==> src/hdl/azLspPkg.sv <==
`default_nettype none

package azLspPkg;

	// Operator selects on the shared operator port
	typedef enum logic [3:0]
	{
		OP_L_MULT,
		OP_L_MAC,
		OP_L_MSU,
		OP_L_ADD,
		OP_L_SUB,
		OP_ADD,
		OP_SUB,
		OP_MULT,
		OP_SHR,
		OP_L_SHR,
		OP_L_SHL,
		OP_NORM_S
	} opCodeE;

	typedef struct packed
	{
		logic [15:0] hi;
		logic [15:0] lo;
	} opHalvesT;

	// Long operators take word, short ones and shift counts take half.lo
	typedef union packed
	{
		logic [31:0] word;
		opHalvesT half;
	} opWordU;

	////////////////////
	// Saturation limits
	localparam logic [31:0] MAX_32 = 32'h7fff_ffff;
	localparam logic [31:0] MIN_32 = 32'h8000_0000;
	localparam logic [31:0] MAX_16 = 32'h0000_7fff;
	localparam logic [31:0] MIN_16 = 32'hffff_8000;

	// Control register, bit 0 is testMode
	localparam logic [31:0] CTRL_ADDR = 32'h0001_0000;

endpackage

`default_nettype wire

==> src/hdl/seqOpIf.sv <==
`timescale 1ns/1ps
`default_nettype none

// Handshake to the multi-cycle shift and normalize unit
interface seqOpIf;

	logic start;
	logic isNorm;
	logic [31:0] var1;
	logic [15:0] shift;
	logic [31:0] result;
	logic overflow;
	logic done;

	modport master
	(
		output start,
		output isNorm,
		output var1,
		output shift,
		input result,
		input overflow,
		input done
	);

	modport slave
	(
		input start,
		input isNorm,
		input var1,
		input shift,
		output result,
		output overflow,
		output done
	);

endinterface

`default_nettype wire

==> src/hdl/shiftNormUnit.sv <==
`timescale 1ns/1ps
`default_nettype none

module shiftNormUnit import azLspPkg::*;
(
	input wire clk,
	input wire rstN,
	seqOpIf.slave seq
);

	typedef enum logic {IDLE, RUN} stateE;

	stateE state;
	logic [31:0] work;
	logic [5:0] cnt;
	logic isNormQ;
	logic goRight;
	logic [16:0] shiftMag;
	logic normStop;
	logic shlSat;
	logic finish;

	// Negative counts shift right by this magnitude
	assign shiftMag = seq.shift[15] ? -{seq.shift[15], seq.shift} : {1'b0, seq.shift};

	// Also stops at once for 0 and -1 with a count of 0
	assign normStop = (work[15] != work[14]) || (work[15:0] == 16'h0000) ||
		(work[15:0] == 16'hffff);
	assign shlSat = !goRight && (cnt != 6'd0) && (work[31] != work[30]);
	assign finish = isNormQ ? normStop : ((cnt == 6'd0) || shlSat);

	always_ff @(posedge clk or negedge rstN)
	begin
		if (!rstN)
		begin
			state <= IDLE;
			cnt <= '0;
			isNormQ <= 1'b0;
			goRight <= 1'b0;
			seq.done <= 1'b0;
		end
		else
		begin
			seq.done <= 1'b0;
			case (state)
				IDLE:
				begin
					if (seq.start)
					begin
						state <= RUN;
						isNormQ <= seq.isNorm;
						goRight <= seq.shift[15] && !seq.isNorm;
						// Past 32 steps the answer no longer changes
						if (seq.isNorm)
							cnt <= '0;
						else
							cnt <= (shiftMag > 17'd32) ? 6'd32 : shiftMag[5:0];
					end
				end
				RUN:
				begin
					if (finish)
					begin
						state <= IDLE;
						seq.done <= 1'b1;
					end
					else
					begin
						cnt <= isNormQ ? cnt + 6'd1 : cnt - 6'd1;
					end
				end
				default: state <= IDLE;
			endcase
		end
	end

	// One bit per cycle
	always_ff @(posedge clk)
	begin
		if (state == IDLE && seq.start)
			work <= seq.isNorm ? {16'h0000, seq.var1[15:0]} : seq.var1;
		else if (state == RUN && !finish)
			work <= goRight ? {work[31], work[31:1]} : {work[30:0], 1'b0};

		if (state == RUN && finish)
		begin
			if (isNormQ)
				{seq.overflow, seq.result} <= {1'b0, 26'b0, cnt};
			else if (shlSat)
				{seq.overflow, seq.result} <= {1'b1, work[31] ? MIN_32 : MAX_32};
			else
				{seq.overflow, seq.result} <= {1'b0, work};
		end
	end

endmodule

`default_nettype wire

==> src/hdl/basicOpUnit.sv <==
`timescale 1ns/1ps
`default_nettype none

module basicOpUnit import azLspPkg::*;
(
	input wire clk,
	input wire rstN,
	input wire opStart,
	input wire opCodeE opCode,
	input wire opWordU opA,
	input wire opWordU opB,
	input wire opWordU opC,
	output logic [31:0] opResult,
	output logic opOverflow,
	output logic opDone,
	output logic opBusy
);

	seqOpIf seq ();

	logic accept;
	logic isSeq;
	logic [31:0] aShort;
	logic [31:0] bShort;
	logic signed [31:0] prod;
	logic [32:0] lMult;
	logic [32:0] macAcc;
	logic [32:0] msuAcc;
	logic [32:0] alu;

	function automatic logic signed [63:0] sx(input logic [31:0] x);
		return {{32{x[31]}}, x};
	endfunction

	// Clamp to the 16 or 32 bit range, overflow in bit 32
	function automatic logic [32:0] saturate(input logic signed [63:0] v, input logic is16);
		logic signed [63:0] hiLim;
		logic signed [63:0] loLim;
		hiLim = is16 ? sx(MAX_16) : sx(MAX_32);
		loLim = is16 ? sx(MIN_16) : sx(MIN_32);
		if (v > hiLim)
			return {1'b1, hiLim[31:0]};
		else if (v < loLim)
			return {1'b1, loLim[31:0]};
		return {1'b0, v[31:0]};
	endfunction

	// shr and L_shr, negative counts turn into a saturating left shift
	function automatic logic [32:0] shiftSat(input logic signed [31:0] x,
		input logic signed [15:0] cnt, input logic is16);
		logic [16:0] mag;
		logic signed [63:0] wide;
		if (!cnt[15])
			return {1'b0, x >>> ((cnt > 16'sd31) ? 31 : cnt)};
		mag = -{cnt[15], cnt};
		wide = sx(x);
		wide = wide <<< ((mag > 17'd32) ? 32 : mag);
		return saturate(wide, is16);
	endfunction

	////////////////////
	// Single-cycle datapath
	assign aShort = {{16{opA.half.lo[15]}}, opA.half.lo};
	assign bShort = {{16{opB.half.lo[15]}}, opB.half.lo};
	assign prod = $signed(opA.half.lo) * $signed(opB.half.lo);

	// Doubled product, only 0x8000 * 0x8000 saturates
	assign lMult = saturate($signed({{31{prod[31]}}, prod, 1'b0}), 1'b0);
	assign macAcc = saturate(sx(opC.word) + sx(lMult[31:0]), 1'b0);
	assign msuAcc = saturate(sx(opC.word) - sx(lMult[31:0]), 1'b0);

	always_comb
	begin
		case (opCode)
			OP_L_MULT: alu = lMult;
			OP_L_MAC: alu = {lMult[32] | macAcc[32], macAcc[31:0]};
			OP_L_MSU: alu = {lMult[32] | msuAcc[32], msuAcc[31:0]};
			OP_L_ADD: alu = saturate(sx(opA.word) + sx(opB.word), 1'b0);
			OP_L_SUB: alu = saturate(sx(opA.word) - sx(opB.word), 1'b0);
			OP_ADD: alu = saturate(sx(aShort) + sx(bShort), 1'b1);
			OP_SUB: alu = saturate(sx(aShort) - sx(bShort), 1'b1);
			OP_MULT: alu = saturate(sx(prod) >>> 15, 1'b1);
			OP_SHR: alu = shiftSat(aShort, opB.half.lo, 1'b1);
			OP_L_SHR: alu = shiftSat(opA.word, opB.half.lo, 1'b0);
			default: alu = '0;
		endcase
	end

	////////////////////
	// Dispatch to the multi-cycle unit
	assign isSeq = (opCode == OP_L_SHL) || (opCode == OP_NORM_S);
	assign accept = opStart && !opBusy;
	assign seq.start = accept && isSeq;
	assign seq.isNorm = opCode == OP_NORM_S;
	assign seq.var1 = opA.word;
	assign seq.shift = opB.half.lo;

	shiftNormUnit i_shiftNormUnit
	(
		.clk (clk),
		.rstN (rstN),
		.seq (seq)
	);

	// Shared result register
	always_ff @(posedge clk or negedge rstN)
	begin
		if (!rstN)
		begin
			opResult <= '0;
			opOverflow <= 1'b0;
			opDone <= 1'b0;
			opBusy <= 1'b0;
		end
		else
		begin
			opDone <= 1'b0;
			if (accept && !isSeq)
			begin
				opResult <= alu[31:0];
				opOverflow <= alu[32];
				opDone <= 1'b1;
			end
			else if (accept)
			begin
				opBusy <= 1'b1;
			end
			else if (seq.done)
			begin
				opResult <= seq.result;
				opOverflow <= seq.overflow;
				opDone <= 1'b1;
				opBusy <= 1'b0;
			end
		end
	end

endmodule

`default_nettype wire

==> config.mk <==
export PLATFORM = sky130hd
export DESIGN_NAME = basicOpUnit
export DESIGN_NICKNAME = d
export VERILOG_FILES = /design/src/hdl/azLspPkg.sv /design/src/hdl/seqOpIf.sv /design/src/hdl/shiftNormUnit.sv /design/src/hdl/basicOpUnit.sv
export SDC_FILE = /design/constraint.sdc
export NUM_CORES = 2
export LEC_CHECK = 0
export BUFFER_PORTS_ARGS = -buffer_cell sky130_fd_sc_hd__buf_2
export CAP_MARGIN = 10
export CORE_ASPECT_RATIO = 2
export CORE_MARGIN = 4
export CORE_UTILIZATION = 60
export DETAILED_ROUTE_END_ITERATION = 8
export MAX_ROUTING_LAYER = met4
export PLACE_DENSITY = 0.78
export SKIP_LAST_GASP = 1
export SYNTH_ARGS = -nofsm -noshare
export SYNTH_HDL_FRONTEND = slang
export SYNTH_SLANG_ARGS = --single-unit
==> constraint.sdc <==
create_clock -name clk -period 2.51 [get_ports clk]
set_input_delay 0 -clock clk [delete_from_list [all_inputs] [get_ports clk]]
set_output_delay 0 -clock clk [all_outputs]
set_load 0.02 [all_outputs]
==> results.yml, run 1 <==
synthesis:
  synthArstFlopShare_pct: 40.9
  synthTopCellsByArea: "fa_1, ha_1, a21oi_1, edfxtp_1, inv_1"
  synth_cell_types: 110
  synth_top_area_cell: "fa_1"
  synth_edf_count: 65
  syn-num-nets: 5251
  ys_dominant_reg_cell: "edfxtp_1"
  yosys.area.top_type_share_pct: 15.5
  ys_ff_latch: 110
  synth-seq-area-share_pct: 8.95
  ys_warn_count: 0
  avgSynthCellArea_um2: 7.40
  syn-cell-area_mm2: 0.0344
  synth_cells: 4650
place:
  hpwl_mm: 167
  place_ws_ns: -8.19
  dp_cells: 6742
  globalplace.congestion: 1.58
  port-buffer-count: 137
global_routing:
  grt_usage_pct: 101
  grt_pass1_wl_mm: 451
  grt_max_degree: 71
  overflow: 5582
  grt_pass1_vias: 64193
floorplan:
  pin_count: 138
  die_h_um: 347
  start_util_pct: 60.9
  row_count: 123
  die_x_um: 177
clocking:
  h-tree-depth: 3
  cts-root-buf: "clkbuf_16"
  cts_sinks: 110
  cts-buffers-inserted: 9
  cts_buffer_depth: 2
run_status:
  lastStage: "global routing"
  firstError: "[ERROR GRT-0116] Global routing finished with congestion. Check the congestion regions in the DRC Viewer."
  outcome: "did not finish"
-- cells by family after synthesis --
logic type | synth area share [%]
xor gates and xnor gates | 3.77
DFF | 8.95
muxes | 5.38
buffers and inverters | 9.22
AOI/OAI and AO/OA | 27.9
adders and majority gates | 24.0
and+or+nand+nor | 20.7
-- per-layer routing --
| layer | overflow | GRT usage [%] |
|---|---|---|
| met2 | 3899 | 127 |
| met4 | 1081 | 107 |
| met5 | - | - |
| met3 | 238 | 80.7 |
| met1 | 364 | 88.9 |
-- cell usage after synthesis (all sizes together), types with 45 or more instances --
library cell	instances
inv	479
nand2	458
a21oi	392
nor2	372
o21ai	322
fa	267
clkbuf	266
ha	231
and2	121
xnor2	117
nor3	115
mux2i	91
nand3	90
a211oi	75
a21o	74
buf	68
edfxtp	65
o211ai	54
o21a	52
nor4	51
dfrtp	45
-- metrics by stage --
step	instance area (µm²)	TNS [ns]
after CTS	49800	-228.99
after detailed placement	47100	-272.52
after global placement	47100	-252.81
after floorplan	35200	-251.90
-- repair_timing --
action / 4_1_cts
cloned: 6
endpoints found under the setup margin: 68
buffers inserted: 92
gates resized for setup: 381
pin swaps: 160
hold buffers: 1
hold endpoints to repair: 45
==> run 2: changes to the inputs <==
--- a/config.mk
+++ b/config.mk
@@ -7,12 +7,10 @@
 export LEC_CHECK = 0
 export BUFFER_PORTS_ARGS = -buffer_cell sky130_fd_sc_hd__buf_2
 export CAP_MARGIN = 10
-export CORE_ASPECT_RATIO = 2
 export CORE_MARGIN = 4
-export CORE_UTILIZATION = 60
+export CORE_UTILIZATION = 40
 export DETAILED_ROUTE_END_ITERATION = 8
-export MAX_ROUTING_LAYER = met4
-export PLACE_DENSITY = 0.78
+export PLACE_DENSITY_LB_ADDON = 0.15
 export SKIP_LAST_GASP = 1
 export SYNTH_ARGS = -nofsm -noshare
 export SYNTH_HDL_FRONTEND = slang
==> constraint.sdc (replaced) <==
create_clock -name clk -period 3.3 [get_ports clk]
set_input_delay 0 -clock clk [delete_from_list [all_inputs] [get_ports clk]]
set_output_delay 0 -clock clk [all_outputs]
set_load 0.02 [all_outputs]
==> results.yml, run 2 <==
run_status:
  outcome: "finished, violations left"
  violations: "setup timing"
floorplan:
  fp.coreArea_mm2: 0.0853
  fp.dieArea_mm2: 0.0907
  pin_count: 138
  start_util_pct: 40.3
  die_x_um: 301
  row_count: 107
  die_h_um: 301
critical_path:
  worstSetupPathType: "input port to flip-flop"
  endpoint_kind: "flip-flop"
  r2r_slack_ns: 0.29
  reg2reg_to: "opResult[9]"
  max_stage_delay_ns: 0.62
  rr_worst_depth: 14
  start_kind: "input port"
  reg2reg_from: "opBusy"
  path_max_fanout: 9
  critPathSlowestCell: "fa_2"
  crit_required_ns: 3.58
  worstSetupEndpoint: "opResult[7]"
  cp.arrival_ns: 9.69
  crit_path_start: "opA[15]"
cells_and_area:
  drive_gt1_share_pct: 37.6
  postLayoutCellArea_mm2: 0.0513
  regArea_mm2: 0.00308
  multiInputGateArea_mm2: 0.0304
  fillers: 7938
  final_common_cell: "buf_4"
  syn_to_final_growth_pct: 49.3
  num-nets-final: 6736
  final_cell_mix: "buf_4, nand2_1, inv_1, nor2_1, a21oi_1"
timing:
  layout_min_cycle_time_ns: 9.41
  rsz0062_at_grt: "true"
  setup_viol: 39
  fin_crit_sh_pct: 285
  finClkSkew_ns: 0.0221
  hold_viol: 0
  fmaxAchievable_mhz: 106
  worst_slack_ns: -6.11
  tightestPinTransition_ns: 1.19
  timing.hold.ws_ns: 0.113
  slew_headroom_pct: 19.8
  slew_viol_final: 0
place:
  port-buffer-count: 137
  post_dp_cell_area_mm2: 0.0478
  globalplace.congestion: 1.11
  hpwl_mm: 172
  place_ws_ns: -7.49
synthesis:
  yosys.area.top_type_share_pct: 15.5
  synth_top_area_cell: "fa_1"
  ys_ff_latch: 110
  ys_warn_count: 0
  ys_dominant_reg_cell: "edfxtp_1"
  syn-num-nets: 5251
  synth_common_cells: "inv_1, nand2_1, a21oi_1, nor2_1, o21ai_0"
  synth_cells: 4650
  synth_cell_types: 110
  synth_edf_count: 65
  synthTopCellsByArea: "fa_1, ha_1, a21oi_1, edfxtp_1, inv_1"
  synth-seq-area-share_pct: 8.95
  synthArstFlopShare_pct: 40.9
  synth.most_common_cell: "inv_1"
  syn-cell-area_mm2: 0.0344
  avgSynthCellArea_um2: 7.40
clocking:
  clk_latency_ns: 0.37
  cts_sinks: 110
  h-tree-depth: 3
  cts_tree: "done"
  cts-root-buf: "clkbuf_16"
  clkTransAtPathRegs_ns: 0.08
  cts-buffers-inserted: 9
  cts_buffer_depth: 2
route:
  drc_errors: 0
  routedWlPerCell_um: 28.4
  via_per_inst: 6.08
  postRouteAntennaNets: 0
  drt_first_pass_iters: 6
  vias: 44287
  totalWireLength_mm: 207
  drt_iter0_markers: 4716
flow_run:
  max_cap_violations: 0
global_routing:
  grt_pass1_wl_mm: 295
  grt_usage_pct: 44.1
  overflow: 0
  antenna_found_initial: 11
  grt_pass1_vias: 43354
  grt_max_degree: 72
worst_hold_path:
  hold_path_class: "input port to flip-flop"
-- run 2: cell counts after synthesis --
No cell type changed its count.
-- run 2: metrics by stage --
step                      setup TNS [ns]  cells  utilization (%)
after global placement           -245.73   7171             56.0
after floorplan                  -221.09   4650                -
after detailed placement         -246.09   7171             56.0
after global routing             -210.00   7284             60.2
after CTS                        -198.06   7245             58.9
final                            -200.25   7287             60.2
-- run 2: routing by layer --
layer / vias up / GRT usage [%] / wire, µm
li1: 19522 / - / -
met1: 21359 / 55.8 / 80300
met2: 2644 / 67.3 / 88000
met3: 760 / 9.68 / 20600
met4: 2 / 29.4 / 18000
met5: - / 0 / 9
-- run 2: worst min-delay path by stage --
stage | from | end | cells after the start
6_report | opCode[2] | opBusy | 5
5_1_grt | opCode[2] | opBusy | 5
4_1_cts | opCode[2] | opBusy | 5
3_5_place_dp | rstN | i_shiftNormUnit.seq.done | 1
3_3_place_gp | rstN | i_shiftNormUnit.seq.done | 1
2_1_floorplan | rstN | i_shiftNormUnit.cnt[0] | 0
-- run 2: cell families after synthesis --
| logic type | Yosys count | share of synthesized area (%) |
|---|---|---|
| DFF | 110 | 8.95 |
| and+or+nand+nor | 1472 | 20.7 |
| adders and majority gates | 501 | 24.0 |
| xor gates and xnor gates | 147 | 3.77 |
| buffers and inverters | 819 | 9.22 |
| AOI/OAI and AO/OA | 1455 | 27.9 |
| muxes | 146 | 5.38 |
-- run 2: repair_timing --
item                                    CTS  global route
gates cloned                              5             0
setup buffers                            56            44
hold buffers                              1             0
pin swaps                               158           150
endpoints found under the hold margin    32             0
resized for setup                       389           193
endpoints found under the setup margin   39            39
-- run 2: cell type report --
| class | count | area share [%] |
|---|---|---|
| Clock inverter | 7 | 0.205 |
| Sequential cell | 110 | 6.00 |
| Clock buffer | 9 | 0.439 |
| Tap cell | 1144 | 2.79 |
| Timing Repair Buffer | 1806 | 27.7 |
| Antenna cell | 3 | 0.0146 |
| Inverter | 485 | 3.59 |
| Multi-Input combinational cell | 3723 | 59.2 |
-- run 2: critical path, delay by kind of cell --
kind	cells	cell delay, ns
and+or+nand+nor	6	0.75
buffers and inverters	15	1.86
xor gates and xnor gates	1	0.16
AOI/OAI and AO/OA	15	3.00
adders and majority gates	9	3.86
Power of run 2 is left out: the tool's default activity adds up to more than one toggle a clock period on the data nets, which glitch-free logic cannot reach.
