<file path="src/hdl/azLspPkg.sv">
`default_nettype none

package azLspPkg;

	// Operator selects on the shared operator port
	typedef enum logic [3:0]
	{
		OP_L_MULT,
		OP_L_MAC,
		OP_L_MSU,
		OP_L_ADD,
		OP_L_SUB,
		OP_ADD,
		OP_SUB,
		OP_MULT,
		OP_SHR,
		OP_L_SHR,
		OP_L_SHL,
		OP_NORM_S
	} opCodeE;

	typedef struct packed
	{
		logic [15:0] hi;
		logic [15:0] lo;
	} opHalvesT;

	// Long operators take word, short ones and shift counts take half.lo
	typedef union packed
	{
		logic [31:0] word;
		opHalvesT half;
	} opWordU;

	////////////////////
	// Saturation limits
	localparam logic [31:0] MAX_32 = 32'h7fff_ffff;
	localparam logic [31:0] MIN_32 = 32'h8000_0000;
	localparam logic [31:0] MAX_16 = 32'h0000_7fff;
	localparam logic [31:0] MIN_16 = 32'hffff_8000;

	// Control register, bit 0 is testMode
	localparam logic [31:0] CTRL_ADDR = 32'h0001_0000;

endpackage

`default_nettype wire

</file>
<file path="src/hdl/scratchMemIf.sv">
`timescale 1ns/1ps
`default_nettype none

// One requester path into the scratch memory
interface scratchMemIf
#(
	parameter int ADDR_W = 12
);

	logic [ADDR_W-1:0] rdAddr;
	logic [ADDR_W-1:0] wrAddr;
	logic [31:0] wrData;
	logic wrEn;
	logic [31:0] rdData;

	modport requester
	(
		output rdAddr,
		output wrAddr,
		output wrData,
		output wrEn,
		input rdData
	);

	modport memory
	(
		input rdAddr,
		input wrAddr,
		input wrData,
		input wrEn,
		output rdData
	);

endinterface

`default_nettype wire

</file>
<file path="src/hdl/testAccessPort.sv">
`timescale 1ns/1ps
`default_nettype none

module testAccessPort import azLspPkg::*;
#(
	parameter int ADDR_W = 12
)
(
	input wire clk,
	input wire rstN,
	input wire pSel,
	input wire pEnable,
	input wire pWrite,
	input wire [31:0] pAddr,
	input wire [31:0] pWData,
	output logic [31:0] pRData,
	output logic pReady,
	output logic pSlvErr,
	input wire [ADDR_W-1:0] lspRdAddr,
	input wire [ADDR_W-1:0] lspWrAddr,
	input wire [31:0] lspWrData,
	input wire lspWrEn,
	output logic [31:0] lspRdData,
	scratchMemIf.requester mem
);

	logic testMode;
	logic rdWait;
	logic access;
	logic unaligned;
	logic inRange;
	logic isCtrl;
	logic memHit;
	logic err;
	logic apbRd;
	logic [ADDR_W-1:0] testAddr;

	////////////////////
	// Address decode
	assign access = pSel && pEnable;
	assign unaligned = pAddr[1:0] != 2'b00;
	assign inRange = pAddr[31:ADDR_W+2] == '0;
	assign isCtrl = pAddr == CTRL_ADDR;
	assign memHit = inRange && !isCtrl;
	assign err = unaligned || (!inRange && !isCtrl) || (pWrite && memHit && !testMode);
	assign testAddr = pAddr[ADDR_W+1:2];
	assign apbRd = pSel && !pWrite && memHit;

	// Writes finish at once, good reads wait one cycle for the RAM
	assign pReady = access && (pWrite || err || rdWait);
	assign pSlvErr = pReady && err;
	assign pRData = isCtrl ? {31'b0, testMode} : mem.rdData;

	always_ff @(posedge clk or negedge rstN)
	begin
		if (!rstN)
		begin
			testMode <= 1'b0;
			rdWait <= 1'b0;
		end
		else
		begin
			rdWait <= access && !pWrite && !err && !rdWait;
			if (access && pWrite && isCtrl)
			begin
				testMode <= pWData[0];
			end
		end
	end

	////////////////////
	// Engine or test host onto the memory
	assign mem.rdAddr = (testMode || apbRd) ? testAddr : lspRdAddr;
	assign mem.wrAddr = testMode ? testAddr : lspWrAddr;
	assign mem.wrData = testMode ? pWData : lspWrData;
	assign mem.wrEn = testMode ? (access && pWrite && memHit && !err) : lspWrEn;
	assign lspRdData = mem.rdData;

endmodule

`default_nettype wire

</file>
<file path="src/flat_wrapper.sv">
// flat-port wrapper written by rule: the top's interface ports become plain ports
module testAccessPort_flat import azLspPkg::*;
#(
	parameter int ADDR_W = 12
)
  (clk, rstN, pSel, pEnable, pWrite, pAddr, pWData, pRData, pReady, pSlvErr, lspRdAddr, lspWrAddr, lspWrData, lspWrEn, lspRdData, mem_rdAddr, mem_wrAddr, mem_wrData, mem_wrEn, mem_rdData);
  scratchMemIf #(.ADDR_W(ADDR_W)) mem_i ();
  input wire clk;
  input wire rstN;
  input wire pSel;
  input wire pEnable;
  input wire pWrite;
  input wire [31:0] pAddr;
  input wire [31:0] pWData;
  output logic [31:0] pRData;
  output logic pReady;
  output logic pSlvErr;
  input wire [ADDR_W-1:0] lspRdAddr;
  input wire [ADDR_W-1:0] lspWrAddr;
  input wire [31:0] lspWrData;
  input wire lspWrEn;
  output logic [31:0] lspRdData;
  output wire logic [$bits(mem_i.rdAddr)-1:0] mem_rdAddr;
  output wire logic [$bits(mem_i.wrAddr)-1:0] mem_wrAddr;
  output wire logic [$bits(mem_i.wrData)-1:0] mem_wrData;
  output wire logic [$bits(mem_i.wrEn)-1:0] mem_wrEn;
  input wire logic [$bits(mem_i.rdData)-1:0] mem_rdData;
  assign mem_rdAddr = mem_i.rdAddr;
  assign mem_wrAddr = mem_i.wrAddr;
  assign mem_wrData = mem_i.wrData;
  assign mem_wrEn = mem_i.wrEn;
  assign mem_i.rdData = mem_rdData;
  testAccessPort #(.ADDR_W(ADDR_W)) u_core (.clk(clk), .rstN(rstN), .pSel(pSel), .pEnable(pEnable), .pWrite(pWrite), .pAddr(pAddr), .pWData(pWData), .pRData(pRData), .pReady(pReady), .pSlvErr(pSlvErr), .lspRdAddr(lspRdAddr), .lspWrAddr(lspWrAddr), .lspWrData(lspWrData), .lspWrEn(lspWrEn), .lspRdData(lspRdData), .mem(mem_i));
endmodule
</file>
<file path="config.mk">
export PLATFORM = sky130hd
export DESIGN_NAME = testAccessPort_flat
export DESIGN_NICKNAME = d
export VERILOG_FILES = /design/src/hdl/azLspPkg.sv /design/src/hdl/scratchMemIf.sv /design/src/hdl/testAccessPort.sv /design/src/flat_wrapper.sv
export SDC_FILE = /design/constraint.sdc
export NUM_CORES = 1
export LEC_CHECK = 0
export ABC_CLOCK_PERIOD_IN_PS = 2150
export BUFFER_PORTS_ARGS = -buffer_cell sky130_fd_sc_hd__buf_4
export CORE_AREA = 2 2 109 111
export DETAILED_ROUTE_END_ITERATION = 12
export DIE_AREA = 0 0 111 113
export REMOVE_ABC_BUFFERS = 1
export SLEW_MARGIN = 20
export SYNTH_ARGS = -nofsm -noshare
export SYNTH_HDL_FRONTEND = slang
export SYNTH_SLANG_ARGS = --single-unit
</file>
<file path="constraint.sdc">
create_clock -name clk -period 2.15 [get_ports clk]
set_input_delay 0 -clock clk [delete_from_list [all_inputs] [get_ports clk]]
set_output_delay 0 -clock clk [all_outputs]
set_load 0.005 [all_outputs]
</file>
== Yosys cells after proc, flatten, opt, wreduce, memory -nomap -nowiden ==
Cells that the tools add are included.

* Muxes and demuxes: 5
* Equality and inequality tests: 1
* Reductions and logical operators: 29

{| class="wikitable"
|+ Operators with widths
! kind !! number
|-
| two-way mux 32 bit || 2
|-
| == test 32 x 17 -> 1 bit, second input constant || 1
|-
| two-way mux 12 bit || 2
|-
| logical NOT 18 bit || 1
|-
| logical AND 1 bit || 16
|-
| logical NOT 1 bit || 6
|-
| logical OR 1 bit || 5
|-
| nonzero test 2 bit || 1
|-
| two-way mux 1 bit || 1
|}

* Word-level logic and storage cells: 37
* Output and inout port bits: 123
* Input bits: 158
* Bits in registers: 2

== Logic depth before layout (Yosys ltp) ==
* Word-level depth: 10
* Gate-level depth with buffers: 5
* Mapped depth without buffers: 4

== Worst setup path after synthesis ==
Ideal clock, no wire load.

* Path type: in2out
* Start: in pAddr[17]
* End: out mem_rdAddr[10]
* Setup slack: 912 ps
* Arrival: 1238 ps
* Data required time: 2150 ps
* Path buffers: 1
* Stages on the path: 5
* Cells stage by stage: nor4_1 nand2_1 o31ai_4 buf_12 mux2_4

* Longest elaborated chain between the ends: 6
* Elaborated cells between the ends (all ways): 7
* Classes of those cells: 1 x eq/ne; 1 x mux; 5 x reduce/logical

{| class="wikitable"
|+ RTL lines
! item !! RTL line !! text
|-
| start: declaration || flat_wrapper.sv:13 || <nowiki>input wire [31:0] pAddr;</nowiki>
|-
| == test 32 x 17 -> 1 bit || testAccessPort.sv:43 || <nowiki>assign isCtrl = pAddr == CTRL_ADDR;</nowiki>
|-
| logical NOT 1 bit || testAccessPort.sv:44 || <nowiki>assign memHit = inRange && !isCtrl;</nowiki>
|-
| logical AND 1 bit (*) || testAccessPort.sv:44 ||
|-
| logical AND 1 bit (*) || testAccessPort.sv:47 || <nowiki>assign apbRd = pSel && !pWrite && memHit;</nowiki>
|-
| logical OR 1 bit (*) || testAccessPort.sv:73 || <nowiki>assign mem.rdAddr = (testMode || apbRd) ? testAddr : lspRdAddr;</nowiki>
|-
| two-way mux 12 bit (*) || testAccessPort.sv:73 ||
|-
| end: declaration || flat_wrapper.sv:23 || <nowiki>output wire logic [$bits(mem_i.rdAddr)-1:0] mem_rdAddr;</nowiki>
|}

Every way passes the cells marked *; elsewhere a longest branch is shown, timed or not.

== Worst setup path in the final report ==
* Start: in pAddr[7]
* End: out pRData[0]

* Longest elaborated chain between the ends: 2

{| class="wikitable"
|+ RTL lines
! item !! RTL line !! text
|-
| == test 32 x 17 -> 1 bit || testAccessPort.sv:43 ||
|-
| two-way mux 32 bit || testAccessPort.sv:52 || <nowiki>assign pRData = isCtrl ? {31'b0, testMode} : mem.rdData;</nowiki>
|-
| end: declaration || flat_wrapper.sv:15 || <nowiki>output logic [31:0] pRData;</nowiki>
|}

No other way between the ends.

==> run summary <==
The run gives 0 as the count of endpoints failing setup in the final report. The tools report the number of hold buffers added after CTS as 1. Sequential cells were found to cover 3.48% of the synthesized design area. By area the synthesized netlist is led by sky130_fd_sc_hd__mux2_2, sky130_fd_sc_hd__buf_4, sky130_fd_sc_hd__nor2b_1, sky130_fd_sc_hd__mux2_4, sky130_fd_sc_hd__dfrtp_1. The floorplan has 39 rows. The max-slew violation total from the final report was 0. For the worst setup path, the data required time is 2.15 ns. Counting buffers and inverters, the worst setup path is 7 cells deep.

Synthesis produced 162 cells. Last weighted congestion value of the routability-driven placer: 0.840. The first global-routing pass estimated 11.2 mm of wire. Summing the areas of all xor and xnor instances in the mapped netlist gives 0% of the synthesized area. Across the run, the number of max-cap violations was 0. Summing the areas of all compound-gate instances in the mapped netlist gives 3.83% of the synthesized area.

Each instance of the synthesized netlist takes up on average 8.87 sq um. The run gives 0.23 ns as the worst-skew pair later-pin latency. The slowest stage of the critical path is the sky130_fd_sc_hd__nor4_1 cell.

For this design the static power due to leakage is 0.00183 uW. The CTS H-tree depth was 1. The critical path endpoint category was an output pin. The estimated wirelength of the detail-placed design is 6.90 mm, and the overall die width is 111 microns. Traced cell by cell, the critical path runs through buf_4 > nor4_1 > nand4_1 > buf_4 > nor3_4 > mux2_2 > buf_4.

The final worst-path cycle share came out at 80.0%. The final route contains 2211 vias. The buffer type at the clock tree root was sky130_fd_sc_hd__clkbuf_16. Measured on the finished design, the core utilization comes to 31.6%. The worst vdd rail ir drop is 0.171 mV, and the number of storage elements in the synthesis netlist is 2. The average vias per placed instance is 3.98. STA classifies the critical path startpoint as an input pin. The flow ran to the end, and the final reports show no timing, DRC or antenna violations. For the final routed wirelength across all metal layers, the log shows 7.69 mm. The first detailed-routing pass took 4 iterations.

Derived from the worst setup path, the maximum achievable clock frequency is 581 MHz. Pin placement for this block handled 281 I/O pins. The run gives 42 as the count of routing violations after the opening detailed-route iteration. The gate family responsible for the most delay along the worst path was simple AND/OR/NAND/NOR gates.

Once placement completed, the tool counted placed cells totaling 550. In this run the remaining antenna-violating nets after routing total 0. Of all nets on the critical path, the largest fanout is 6. Once layout is complete, the cells apart from fillers number 555. Before CTS, the worst setup slack after placement is 0.296 ns. The number of buffers and inverters on the critical path is 3. The logs give 61.5% for the headroom to the max-slew limit and 3 for the TritonCTS buffer count. Buffers added to address setup during post-CTS repair amount to 0. The slew of the pin with the lowest slew margin was 0.578 ns; the accumulated negative setup slack was 0 ns. The count of endpoints failing hold in the final timing report came out at 0. The share of synthesized area in the top cell type comes to 37.6%. The area growth from synthesis to layout is 148%. For the worst flop-to-flop path, the logic depth is 2. Of the cells placed in the final design, the portion with a size suffix greater than 1 is 85.7%.

Counting along the longest clock path gives a buffer depth of 2. Setup repair after global routing left no endpoint under its margin. Entering global routing, the biggest net connects 47 pins. At the end of the flow, the number of nets in the layout was 571. In this run, distinct cell masters in the synthesized netlist total 25. The tools report the clock sink total as 2. The top cell type by total area after synthesis is sky130_fd_sc_hd__mux2_2. Counting instances, the worst hold path has a depth of 2. For this design the ratio of total power to cell area is 244 nW/um^2.

Simple-gate share of the synthesized area: 23.6%. The count of buffers added on input and output ports is 280. The worst hold-check path type is input pin to flip-flop. After detailed routing, the number of remaining DRC violations is 0. The core area is 11300 sq um. The wire length per cell is 13.9 microns. The logs give 0 for the count of antenna diodes in the layout and 0.429 ns for the setup slack after layout.

The initial utilization of the core area, before any placement, comes to 12.8%. The clock arrives with 0.00707 ns of skew. The area share of fa/ha/maj cells after synthesis works out to 0%. The initial antenna violation count was 0; the post-synthesis cell area was 1440 sq um. At the worst endpoint, the arrival time is 1.72 ns. The logs give 11.0% for the total routing usage reported by global routing and 1182 for the number of filler cells placed in the layout. The clock slew at the register clock pins of the worst setup and hold paths works out to 0.03 ns. TritonCTS built the clock tree. For this run, the number of Yosys warnings is 0. Across all hold checks on the routed design, the worst slack comes to 0.0359 ns. Global routing finished with a remaining overflow of 0. By area, the combinational part of the netlist is dominated by multiplexers. By instance count, the cell type seen most on the critical path is sky130_fd_sc_hd__buf_4. The biggest cell delay along the critical path works out to 0.43 ns. Of the post-synthesis cell area, the part taken by muxes is 48.0%.

The path type of the worst setup path was input pin to output pin. The time the worst path needs with I/O delays and setup is 1.72 ns. The tools report the post-cts gate resize count as 0.

The overall die area was 12500 sq um. The via count of the first global-routing pass came out at 2217. The die is 113 microns tall.
## layout make-up
type	count	area [sq um]	share of cell area [%]
clock buffer	4	78.8	2.21
inverter	1	3.75	0.105
multi-input combinational	118	1090	30.6
sequential	2	51.3	1.44
tap	143	179	5.02
timing repair buffer	287	2160	60.6
## per-layer routing
metal  track usage, %  part of all wire (%)  up-vias
met2             22.0                    54      173
met3             2.95                    11       10
met5                0                     0        -
met1             11.7                    34      988
met4             2.00                  0.95        0
li1                 -                     -     1040
## worst paths after layout
check,slack [ns],startpoint,end
max,0.43,pAddr[7],pRData[0]
min,0.04,pWData[0],u_core.testMode$_DFFE_PN0P_
max reg2reg,1.01,u_core.testMode$_DFFE_PN0P_,u_core.testMode$_DFFE_PN0P_
min reg2reg,0.61,u_core.rdWait$_DFF_PN0_,u_core.rdWait$_DFF_PN0_
max in group asynchronous,1.95,rstN,u_core.testMode$_DFFE_PN0P_
min in group asynchronous,0.10,rstN,u_core.testMode$_DFFE_PN0P_
## worst reg2reg max path, stage by stage, from the launching register on
cell	delay, ns
sky130_fd_sc_hd__dfrtp_2	0.34
sky130_fd_sc_hd__buf_4	0.46
sky130_fd_sc_hd__mux2_2	0.27
## sequential cells by signal, indices dropped and copies added, names as in the netlist
register and flops:
u_core.testMode 1, u_core.rdWait 1
## Yosys cell counts, drive strengths merged
| cell | count |
|---|---|
| nor4 | 8 |
| nand2 | 4 |
| buf | 40 |
| a22o | 1 |
| and3 | 1 |
| nand3 | 2 |
| clkbuf | 1 |
| inv | 1 |
| nor3b | 1 |
| o31ai | 1 |
| a21oi | 2 |
| nor3 | 4 |
| nand4 | 1 |
| mux2 | 58 |
| dfrtp | 2 |
| nor2 | 2 |
| a21o | 1 |
| a211oi | 1 |
| nor2b | 31 |
## metrics by stage
| step | power, uW | area (sq um) |
|---|---|---|
| 3_3_place_gp | 577 | 3470 |
| 5_1_grt | 917 | 3560 |
| 6_report | 869 | 3560 |
| 2_1_floorplan | 144 | 1140 |
| 3_5_place_dp | 580 | 3470 |
| 4_1_cts | 884 | 3560 |
## cells by family after synthesis
group / after synthesis
multiplexers: 58
AND/OR/NAND/NOR: 54
buffers and inverters: 42
AO/OA/AOI/OAI: 6
flip-flops: 2
## where the power goes
group / total [uW] / internal [uW] / switching [uW]
registers: 37.9 / 37.9 / 0.00000174
clock network: 293 / 244 / 48.5
logic: 538 / 382 / 156
total: 869 / 665 / 204
## layout by cell type, fill, tap and decap left out
cell,count
sky130_fd_sc_hd__nor4_2,2
sky130_fd_sc_hd__a21o_1,1
sky130_fd_sc_hd__a211oi_1,1
sky130_fd_sc_hd__clkbuf_1,1
sky130_fd_sc_hd__dfrtp_2,1
sky130_fd_sc_hd__clkbuf_16,3
sky130_fd_sc_hd__and3_1,1
sky130_fd_sc_hd__a21oi_1,2
sky130_fd_sc_hd__nand3_2,1
sky130_fd_sc_hd__nor4_1,6
sky130_fd_sc_hd__nor2_1,2
sky130_fd_sc_hd__o31ai_4,1
sky130_fd_sc_hd__nand2_1,4
sky130_fd_sc_hd__dfrtp_1,1
sky130_fd_sc_hd__nand4_1,1
sky130_fd_sc_hd__a22o_1,1
sky130_fd_sc_hd__mux2_2,48
sky130_fd_sc_hd__mux2_4,10
sky130_fd_sc_hd__buf_4,286
sky130_fd_sc_hd__dlygate4sd3_1,1
sky130_fd_sc_hd__nor3b_1,1
sky130_fd_sc_hd__nand3_1,1
sky130_fd_sc_hd__nor2b_1,31
sky130_fd_sc_hd__inv_1,1
sky130_fd_sc_hd__nor3_1,3
sky130_fd_sc_hd__nor3_4,1
Power figures use the tool's default switching activity.
